File: src/source/exec_cfg.svh
`ifndef EXEC_CFG_SVH
`define EXEC_CFG_SVH

// datapath width
`define EXEC_XLEN 32

// register file, r0 reads as zero
`define EXEC_REGS 8
`define EXEC_RIDX 3 // log2 of EXEC_REGS

// immediate field of OP_LI, zero-extended
`define EXEC_IMMW 16

// one quotient bit per divider step
`define EXEC_DIV_STEPS 32

`endif

File: src/source/exec_isa_pkg.sv
`include "exec_cfg.svh"

package exec_isa_pkg;

	// execution opcodes
	typedef enum logic [3:0] {
		OP_ADD = 4'h0,
		OP_SUB = 4'h1,
		OP_AND = 4'h2,
		OP_OR  = 4'h3,
		OP_XOR = 4'h4,
		OP_SLL = 4'h5, // shift by rs2[4:0]
		OP_LI  = 4'h6, // rd = zero-extended imm
		OP_DIV = 4'h7, // unsigned quotient
		OP_REM = 4'h8  // unsigned remainder
	} opcode_e;

	// one issued instruction, 29 bits
	typedef struct packed {
		opcode_e                 op;
		logic [`EXEC_RIDX-1:0]   rd;
		logic [`EXEC_RIDX-1:0]   rs1;
		logic [`EXEC_RIDX-1:0]   rs2;
		logic [`EXEC_IMMW-1:0]   imm;
	} instr_t;

endpackage

File: src/source/exec_pipe_pkg.sv
`include "exec_cfg.svh"

package exec_pipe_pkg;

	// issue handshake states
	typedef enum logic [1:0] {
		ISS_IDLE,
		ISS_ACK,   // ack high, waiting for req to drop
		ISS_STALL  // req seen during a divide
	} issue_state_e;

	// record carried from stage to stage
	// a and b travel along so the divider in M2 sees the EX operands
	typedef struct packed {
		logic                   valid;
		exec_isa_pkg::opcode_e  op;
		logic [`EXEC_RIDX-1:0]  rd;
		logic [`EXEC_XLEN-1:0]  result;
		logic [`EXEC_XLEN-1:0]  a;
		logic [`EXEC_XLEN-1:0]  b;
	} stage_rec_t;

endpackage

File: src/source/exec_issue_if.sv
`include "exec_cfg.svh"

// accepted instruction from the issue FSM into EX
interface exec_issue_if import exec_isa_pkg::*; ();

	logic   valid; // one cycle per accepted instruction
	instr_t instr;
	logic   stall; // divide in flight, no new issue

	modport fsm (
		output valid,
		output instr,
		input  stall
	);

	modport pipe (
		input  valid,
		input  instr,
		output stall
	);

endinterface

File: src/source/issue_fsm.sv
`include "exec_cfg.svh"

module issue_fsm import exec_isa_pkg::*, exec_pipe_pkg::*; (
	input  logic                   clk,
	input  logic                   rst_n,
	input  logic                   issue_req_i,
	input  opcode_e                issue_op_i,
	input  logic [`EXEC_RIDX-1:0]  issue_rd_i,
	input  logic [`EXEC_RIDX-1:0]  issue_rs1_i,
	input  logic [`EXEC_RIDX-1:0]  issue_rs2_i,
	input  logic [`EXEC_IMMW-1:0]  issue_imm_i,
	output logic                   issue_ack_o,
	exec_issue_if.fsm              iss
);

	issue_state_e state;
	logic         take; // accept at the coming edge

	// only accept when the instruction is sure to enter EX
	assign take = issue_req_i && !iss.stall &&
		(state == ISS_IDLE || state == ISS_STALL);

	always_ff @(posedge clk) begin
		if (!rst_n) begin
			state       <= ISS_IDLE;
			issue_ack_o <= 1'b0;
			iss.valid   <= 1'b0;
		end else begin
			iss.valid <= take; // single-cycle pulse
			case (state)
				ISS_IDLE: begin
					if (take) begin
						state       <= ISS_ACK;
						issue_ack_o <= 1'b1;
					end else if (issue_req_i) begin
						state <= ISS_STALL; // divider busy
					end
				end
				ISS_STALL: begin
					if (take) begin
						state       <= ISS_ACK;
						issue_ack_o <= 1'b1;
					end
				end
				ISS_ACK: begin
					if (!issue_req_i) begin // host finished its half
						state       <= ISS_IDLE;
						issue_ack_o <= 1'b0;
					end
				end
				default: state <= ISS_IDLE;
			endcase
		end
	end

	// fields are stable while req is high
	always_ff @(posedge clk) begin
		if (take) begin
			iss.instr <= '{op: issue_op_i, rd: issue_rd_i, rs1: issue_rs1_i,
				rs2: issue_rs2_i, imm: issue_imm_i};
		end
	end

endmodule

File: src/source/div_step_counter.sv
`include "exec_cfg.svh"

module div_step_counter (
	input  logic clk,
	input  logic rst_n,
	input  logic start_i,
	output logic busy_o,
	output logic last_o
);

	localparam int CW = $clog2(`EXEC_DIV_STEPS + 1);

	logic [CW-1:0] cnt; // steps still to run

	always_ff @(posedge clk) begin
		if (!rst_n) begin
			cnt <= '0;
		end else if (start_i) begin
			cnt <= CW'(`EXEC_DIV_STEPS);
		end else if (busy_o) begin
			cnt <= cnt - 1'b1;
		end
	end

	assign busy_o = (cnt != '0);
	assign last_o = (cnt == CW'(1)); // final step runs this cycle

endmodule

File: src/source/iter_divider.sv
`include "exec_cfg.svh"

module iter_divider (
	input  logic                  clk,
	input  logic                  rst_n,
	input  logic                  start_i,
	input  logic                  is_rem_i,
	input  logic [`EXEC_XLEN-1:0] dividend_i,
	input  logic [`EXEC_XLEN-1:0] divisor_i,
	output logic                  done_o,
	output logic [`EXEC_XLEN-1:0] result_o
);

	localparam int XL = `EXEC_XLEN;

	logic          busy;
	logic          last;
	logic          is_rem_q;
	logic [XL-1:0] rem_q;   // partial remainder
	logic [XL-1:0] quo_q;   // dividend shifting out, quotient shifting in
	logic [XL-1:0] dvs_q;
	logic [XL:0]   partial;
	logic [XL:0]   diff;
	logic [XL-1:0] rem_nxt;
	logic [XL-1:0] quo_nxt;

	div_step_counter u_steps (
		.clk     (clk),
		.rst_n   (rst_n),
		.start_i (start_i),
		.busy_o  (busy),
		.last_o  (last)
	);

	// one restoring step
	always_comb begin
		partial = {rem_q, quo_q[XL-1]};
		diff    = partial - {1'b0, dvs_q};
		if (!diff[XL]) begin
			rem_nxt = diff[XL-1:0];
			quo_nxt = {quo_q[XL-2:0], 1'b1};
		end else begin
			rem_nxt = partial[XL-1:0]; // restore
			quo_nxt = {quo_q[XL-2:0], 1'b0};
		end
	end

	// zero divisor never fails the trial, so all ones and the dividend fall out
	always_ff @(posedge clk) begin
		if (start_i) begin
			rem_q    <= '0;
			quo_q    <= dividend_i;
			dvs_q    <= divisor_i;
			is_rem_q <= is_rem_i;
		end else if (busy) begin
			rem_q <= rem_nxt;
			quo_q <= quo_nxt;
		end
		if (last) begin
			result_o <= is_rem_q ? rem_nxt : quo_nxt;
		end
	end

	always_ff @(posedge clk) begin
		if (!rst_n) begin
			done_o <= 1'b0;
		end else begin
			done_o <= last;
		end
	end

endmodule

File: src/source/exec_pipeline.sv
`include "exec_cfg.svh"

module exec_pipeline import exec_isa_pkg::*, exec_pipe_pkg::*; (
	input  logic                   clk,
	input  logic                   rst_n,
	exec_issue_if.pipe             iss,
	output logic                   wb_valid_o,
	output logic [`EXEC_RIDX-1:0]  wb_addr_o,
	output logic [`EXEC_XLEN-1:0]  wb_data_o
);

	localparam int XL = `EXEC_XLEN;
	localparam int SHW = $clog2(XL);

	logic [XL-1:0] regs [`EXEC_REGS];

	logic       ex_vld;
	instr_t     ex_ins;
	stage_rec_t ex_rec;
	stage_rec_t m1;
	stage_rec_t m2;
	stage_rec_t m2_fwd; // m2 with the divider result merged in
	stage_rec_t wb;

	logic [XL-1:0] op_a;
	logic [XL-1:0] op_b;

	logic          ex_div;
	logic          m1_div;
	logic          m2_div;
	logic          hold; // EX, M1 and M2 frozen
	logic          div_start;
	logic          div_run;
	logic          div_done;
	logic [XL-1:0] div_res;

	function automatic logic is_divop(input opcode_e op);
		return (op == OP_DIV) || (op == OP_REM);
	endfunction

	// youngest producer wins, register file last
	function automatic logic [XL-1:0] fwd(
		input logic [`EXEC_RIDX-1:0] idx,
		input stage_rec_t            s1,
		input stage_rec_t            s2,
		input stage_rec_t            s3,
		input logic [XL-1:0]         rf_val
	);
		if (idx == '0) return '0;
		if (s1.valid && s1.rd == idx) return s1.result;
		if (s2.valid && s2.rd == idx) return s2.result;
		if (s3.valid && s3.rd == idx) return s3.result;
		return rf_val;
	endfunction

	// EX operands and ALU
	always_comb begin
		op_a = fwd(ex_ins.rs1, m1, m2_fwd, wb, regs[ex_ins.rs1]);
		op_b = fwd(ex_ins.rs2, m1, m2_fwd, wb, regs[ex_ins.rs2]);

		ex_rec.valid = ex_vld;
		ex_rec.op    = ex_ins.op;
		ex_rec.rd    = ex_ins.rd;
		ex_rec.a     = op_a;
		ex_rec.b     = op_b;
		case (ex_ins.op)
			OP_ADD:  ex_rec.result = op_a + op_b;
			OP_SUB:  ex_rec.result = op_a - op_b;
			OP_AND:  ex_rec.result = op_a & op_b;
			OP_OR:   ex_rec.result = op_a | op_b;
			OP_XOR:  ex_rec.result = op_a ^ op_b;
			OP_SLL:  ex_rec.result = op_a << op_b[SHW-1:0];
			OP_LI:   ex_rec.result = XL'(ex_ins.imm);
			default: ex_rec.result = '0; // divides finish in M2
		endcase
	end

	// divide control
	assign ex_div    = ex_vld && is_divop(ex_ins.op);
	assign m1_div    = m1.valid && is_divop(m1.op);
	assign m2_div    = m2.valid && is_divop(m2.op);
	assign hold      = m2_div && !div_done;
	assign div_start = m2_div && !div_run && !div_done;

	// keeps issue closed until the divide result exists
	assign iss.stall = ex_div | m1_div | hold;

	always_ff @(posedge clk) begin
		if (!rst_n) begin
			div_run <= 1'b0;
		end else if (div_start) begin
			div_run <= 1'b1;
		end else if (div_done) begin
			div_run <= 1'b0;
		end
	end

	iter_divider u_div (
		.clk        (clk),
		.rst_n      (rst_n),
		.start_i    (div_start),
		.is_rem_i   (m2.op == OP_REM),
		.dividend_i (m2.a),
		.divisor_i  (m2.b),
		.done_o     (div_done),
		.result_o   (div_res)
	);

	always_comb begin
		m2_fwd = m2;
		if (m2_div) m2_fwd.result = div_res;
	end

	// stage registers
	always_ff @(posedge clk) begin
		if (!rst_n) begin
			ex_vld   <= 1'b0;
			m1.valid <= 1'b0;
			m2.valid <= 1'b0;
			wb.valid <= 1'b0;
		end else begin
			if (!hold) begin
				ex_vld <= iss.valid;
				m1     <= ex_rec;
				m2     <= m1;
			end
			wb       <= m2_fwd;
			wb.valid <= m2.valid && !hold && (m2.rd != '0); // bubble while held, r0 dropped
		end
	end

	always_ff @(posedge clk) begin
		if (!hold && iss.valid) ex_ins <= iss.instr;
	end

	// register file, written from WB
	always_ff @(posedge clk) begin
		if (!rst_n) begin
			for (int i = 0; i < `EXEC_REGS; i++) begin
				regs[i] <= '0;
			end
		end else if (wb.valid) begin
			regs[wb.rd] <= wb.result;
		end
	end

	assign wb_valid_o = wb.valid;
	assign wb_addr_o  = wb.rd;
	assign wb_data_o  = wb.result;

endmodule

File: src/source/exec_core.sv
`include "exec_cfg.svh"

module exec_core import exec_isa_pkg::*; (
	input  logic                   clk,
	input  logic                   rst_n,
	input  logic                   issue_req_i,
	input  opcode_e                issue_op_i,
	input  logic [`EXEC_RIDX-1:0]  issue_rd_i,
	input  logic [`EXEC_RIDX-1:0]  issue_rs1_i,
	input  logic [`EXEC_RIDX-1:0]  issue_rs2_i,
	input  logic [`EXEC_IMMW-1:0]  issue_imm_i,
	output logic                   issue_ack_o,
	output logic                   wb_valid_o,
	output logic [`EXEC_RIDX-1:0]  wb_addr_o,
	output logic [`EXEC_XLEN-1:0]  wb_data_o
);

	exec_issue_if iss_if ();

	// four-phase issue front end
	issue_fsm u_fsm (
		.clk         (clk),
		.rst_n       (rst_n),
		.issue_req_i (issue_req_i),
		.issue_op_i  (issue_op_i),
		.issue_rd_i  (issue_rd_i),
		.issue_rs1_i (issue_rs1_i),
		.issue_rs2_i (issue_rs2_i),
		.issue_imm_i (issue_imm_i),
		.issue_ack_o (issue_ack_o),
		.iss         (iss_if.fsm)
	);

	exec_pipeline u_pipe (
		.clk        (clk),
		.rst_n      (rst_n),
		.iss        (iss_if.pipe),
		.wb_valid_o (wb_valid_o),
		.wb_addr_o  (wb_addr_o),
		.wb_data_o  (wb_data_o)
	);

endmodule

File: config.mk
export PLATFORM = sky130hd
export DESIGN_NAME = exec_core
export DESIGN_NICKNAME = d
export VERILOG_FILES = /design/src/source/exec_isa_pkg.sv /design/src/source/exec_pipe_pkg.sv /design/src/source/exec_issue_if.sv /design/src/source/issue_fsm.sv /design/src/source/div_step_counter.sv /design/src/source/iter_divider.sv /design/src/source/exec_pipeline.sv /design/src/source/exec_core.sv
export VERILOG_INCLUDE_DIRS = /design/src /design/src/source
export SDC_FILE = /design/constraint.sdc
export NUM_CORES = 1
export LEC_CHECK = 0
export ABC_AREA = 1
export BUFFER_PORTS_ARGS = -buffer_cell sky130_fd_sc_hd__buf_2
export CORE_MARGIN = 2
export CORE_UTILIZATION = 58
export DETAILED_ROUTE_END_ITERATION = 7
export PLACE_DENSITY = 0.77
export REMOVE_ABC_BUFFERS = 1
export SYNTH_ARGS = -nofsm -noshare
export SYNTH_HDL_FRONTEND = slang
export SYNTH_SLANG_ARGS = --single-unit
File: constraint.sdc
create_clock -name clk -period 5.85 [get_ports clk]
set_input_delay 0.2925 -clock clk [delete_from_list [all_inputs] [get_ports clk]]
set_output_delay 0.2925 -clock clk [all_outputs]
set_load 0.005 [all_outputs]
==> summary.txt <==
Worst setup path
  – Worst r2r src: u_pipe.wb_addr_o[1]
  – CP Data Arrival Time: 5.90 ns
  – Flop2flop setup slack: around 0.32 ns
  – Worst EP required: a little over 6 ns
  – Setup crit end kind: flip-flop
  – Critical path class: flip-flop to flip-flop
  – Max FO, Critical Path: 20
  – R2R cell count: 27
  – Reg2Reg Capture Point: u_pipe.m1[91]
  – Worst Setup Start Kind: flip-flop

CTS
  – Clock sinks: ~710
  – Clock transition at path regs: ~0.060 ns
  – H-tree Lvls: 3
  – CTS buffer count: 76
  – CTS Root Buffer Type: clkbuf_16
  – Clock Path Buffers: 3
  – Worst skew pair latency: 0.64 ns
  – CTS tree: yes

Yosys
  – Largest family of logic cells by synthesized area: simple AND/OR/NAND/NOR gates
  – Yosys top cell area share: between 40 and 50%
  – Async SR Flop Fraction: 0%
  – Dominant synthesized flop cell: edfxtp_1
  – Register bit total from synthesis: approximately 700
  – Synth cell count leaders: 1475 x nand2_1, 709 x nand3_1, 652 x edfxtp_1
  – Synthesized instance count: just under 5000
  – Synthesized-area fraction occupied by and/or/nand/nor cells: around 30%
  – Yosys warns: 0
  – Synthesized area: 40000 µm²
  – Post-synthesis area per instance: about 8.3 µm²
  – Sequential fraction of the synthesis area: 51.6%
  – Complex-gate fraction of the synthesized area: under 10%
  – Area contributors post-synth: edfxtp_1 49%, nand2_1 14%, nand3_1 8.9%, nor2_1 5.2%, ha_1 4.1%
  – Adder-Cell Fraction of Synth Area: 4.20%
  – Post-synth EDFFs: ~650
  – Post-synthesis mux area share: 0%
  – Top-count cell post-synth: nand2_1
  – Xor/xnor share of the synthesized area: 1.49%
  – Library cells used by synthesis: 52
  – Synth area leader: edfxtp_1

STA
  – Setup ws final: between 0.3 and 0.4 ns
  – Max Clk Rate: ~180 MHz
  – Worst Tran Pin Value: roughly 1.4 ns
  – Max-slew violation count: 0
  – Tcrit/Tclk final: around 95%
  – Skew final: ~0.034 ns
  – Slew headroom: between 8 and 9%
  – Final Hold Viols: 0
  – Tmin final: around 5.5 ns
  – Final number of setup-violating endpoints: 0
  – Final hold slack: ~0.0043 ns

GRT
  – Vias in the first global route: around 33000
  – First-pass GRT wire length: 195 mm
  – Overall Global Routing Usage: 36.2%
  – Initial antenna violation count: 0
  – Largest net degree at the start of global routing: 130
  – Grt ovf: 0

Route
  – Avg WL per Cell: ~22 µm
  – Final WL: approximately 130 mm
  – Vias per cell: about 6.1
  – Drt first pass iters: 6
  – Post-route ant nets: 0
  – Via Count: 35500
  – Initial DRC Count: 4827
  – DRC violations left: 0

Cells and area
  – Final core utilization: ~64%
  – Layout cells sized above 1: 7.96%
  – Layout area overhead: 10.2%
  – ANT cells: 0
  – Nets: between 5000 and 6000

Floorplan
  – Rows: 96
  – Placeable core area: 68500 µm²
  – Initial Utilization: 58.5%
  – Die height: approximately 270 µm
  – Die Width: about 270 µm
  – Die ar.: 71100 µm²
  – Io pins: 69

Worst hold path
  – Hold path endpoint: u_pipe.m2[103]
  – Worst Hold Depth: 2
  – Hold Startpoint: rst_n
  – Class of the worst hold path: primary input to flip-flop

Placed design
  – PortBufs: 68
  – Pre-CTS setup slack: around 0.4 ns
  – Hpwl dp: between 80 and 90 mm
  – GPL Wtd Cong: between 1 and 1.5

Power
  – VDD IR max: between 0.0002 and 0.0003 V
  – Leakage: 19.5 nW
  – Power per cell area: 375 nW/µm²

Status
  – Status: finished, final reports clean

Job
  – Max-Cap Viols: 0
logic make-up (layout without fill, tap and decap cells):
family | count (synthesis) | after routing
flip-flops | 706 | 706
AO/OA/AOI/OAI | 427 | 427
adder cells (fa/ha/maj) | 133 | 133
XOR/XNOR | 68 | 68
buffers and inverters | 629 | 730
AND/OR/NAND/NOR | 2888 | 2888
how the worst max path moves through the flow:
stage / start / endpoint / slack (ns)
floorplan: flip-flop / u_pipe.m1[89] / -2.11
global placement: u_pipe.wb_addr_o[1] / u_pipe.m1[93] / 0.29
detailed placement: u_pipe.wb_addr_o[1] / u_pipe.m1[93] / 0.40
CTS: u_pipe.wb_addr_o[1] / u_pipe.m1[93] / 0.34
global route: u_pipe.wb_addr_o[0] / u_pipe.m1[93] / -0.04
finish: u_pipe.wb_addr_o[1] / u_pipe.m1[91] / 0.32
layer usage:
layer	up-vias	GRT usage, %	routed length, µm
met2	2424	54.1	56500
met5	-	0	0
li1	16300	-	-
met3	374	6.51	15300
met1	16500	50.8	50500
met4	0	18.2	6860
sequential cells by signal, indices dropped and copies added (netlist names), 2 cells and up, named ones only:
name                      cells
u_pipe.wb_addr_o              3
u_pipe.u_div.u_steps.cnt      6
u_pipe.u_div.quo_q           32
u_fsm.state                   2
u_pipe.u_div.rem_q           32
u_pipe.m1                   104
u_pipe.u_div.dvs_q           32
u_pipe.ex_ins                29
u_pipe.u_div.result_o        32
u_pipe.regs                 256
u_pipe.m2                   104
u_pipe.wb_data_o             32
u_fsm.iss.instr              29
layout by cell type, fill, tap and decap left out, types with 7 or more instances in the layout:
cell type / count
bufinv_16: 9
dfxtp_1: 48
a31oi_1: 16
xnor2_1: 20
ha_1: 131
xor2_1: 48
buf_2: 68
nand2_1: 1465
nand4_1: 15
clkbuf_16: 77
edfxtp_1: 652
buf_4: 105
inv_2: 23
o21bai_1: 9
clkbuf_1: 16
nand2_2: 18
and2_1: 30
nand3b_1: 17
inv_1: 330
or2_2: 12
o21ai_1: 18
nor2_1: 550
o21ai_0: 161
o211ai_1: 19
inv_6: 9
a221oi_1: 26
dlygate4sd3_1: 30
clkinv_1: 43
nor2_4: 7
a21oi_1: 139
nand3_1: 709
nor2_2: 33
a21o_1: 7
nor3_1: 19
clkinv_2: 9
area by class of cell:
class	count	area, µm²
clock buffers	93	1990
clock inverters	45	503
fillers	5733	24400
inverters	386	1460
multi-input cells	3516	16900
flip-flops and latches	706	20700
well taps	882	1100
repair buffers	206	1490
power by group:
part	internal [mW]	switching, mW	total [mW]	leakage (nW)
sequential	6.31	0.376	6.69	6.95
clock	2.84	2.07	4.90	1.20
combinational	1.52	3.45	4.97	11.4
per-stage QoR:
| step | cell area (µm²) | instances | TNS, ns | total power [mW] |
|---|---|---|---|---|
| finish | 44100 | 5834 | 0 | 16.6 |
| detailed placement | 41300 | 5666 | 0 | 11.6 |
| global placement | 41300 | 5666 | 0 | 11.5 |
| CTS | 44100 | 5834 | 0 | 16.5 |
| global route | 44100 | 5834 | -0.0373 | 17.3 |
| floorplan | 39000 | 4608 | -157.72 | 9.94 |
critical path, cell delays in order, from the launching register on:
cell	delay, ns
edfxtp_1	0.51
nor2_1	0.23
nor2_4	0.06
nand2_2	0.37
buf_4	0.40
nand2_1	0.09
nor2_1	0.20
nor2_1	0.11
nor2_1	0.16
nor2_2	0.11
inv_1	0.13
nand2_1	0.12
nor4_2	0.48
nand3_1	0.32
nand2_1	0.14
nand2_1	0.06
nand2_1	0.06
inv_1	0.04
ha_1	0.34
nand2_1	0.12
nor2_1	0.23
nand2_1	0.08
inv_1	0.14
nand4_1	0.26
a21oi_1	0.21
nor2_1	0.09
nor2_1	0.12
nand2_1	0.06
timing repair:
| item | in CTS | in global routing |
|---|---|---|
| endpoints found under the setup margin | 0 | 2 |
| buffers inserted | 0 | 0 |
| hold endpoints to repair | 30 | 0 |
| resized for setup | 0 | 2 |
| hold buffers | 30 | 0 |
No activity file was read; power rests on OpenSTA's default activity.
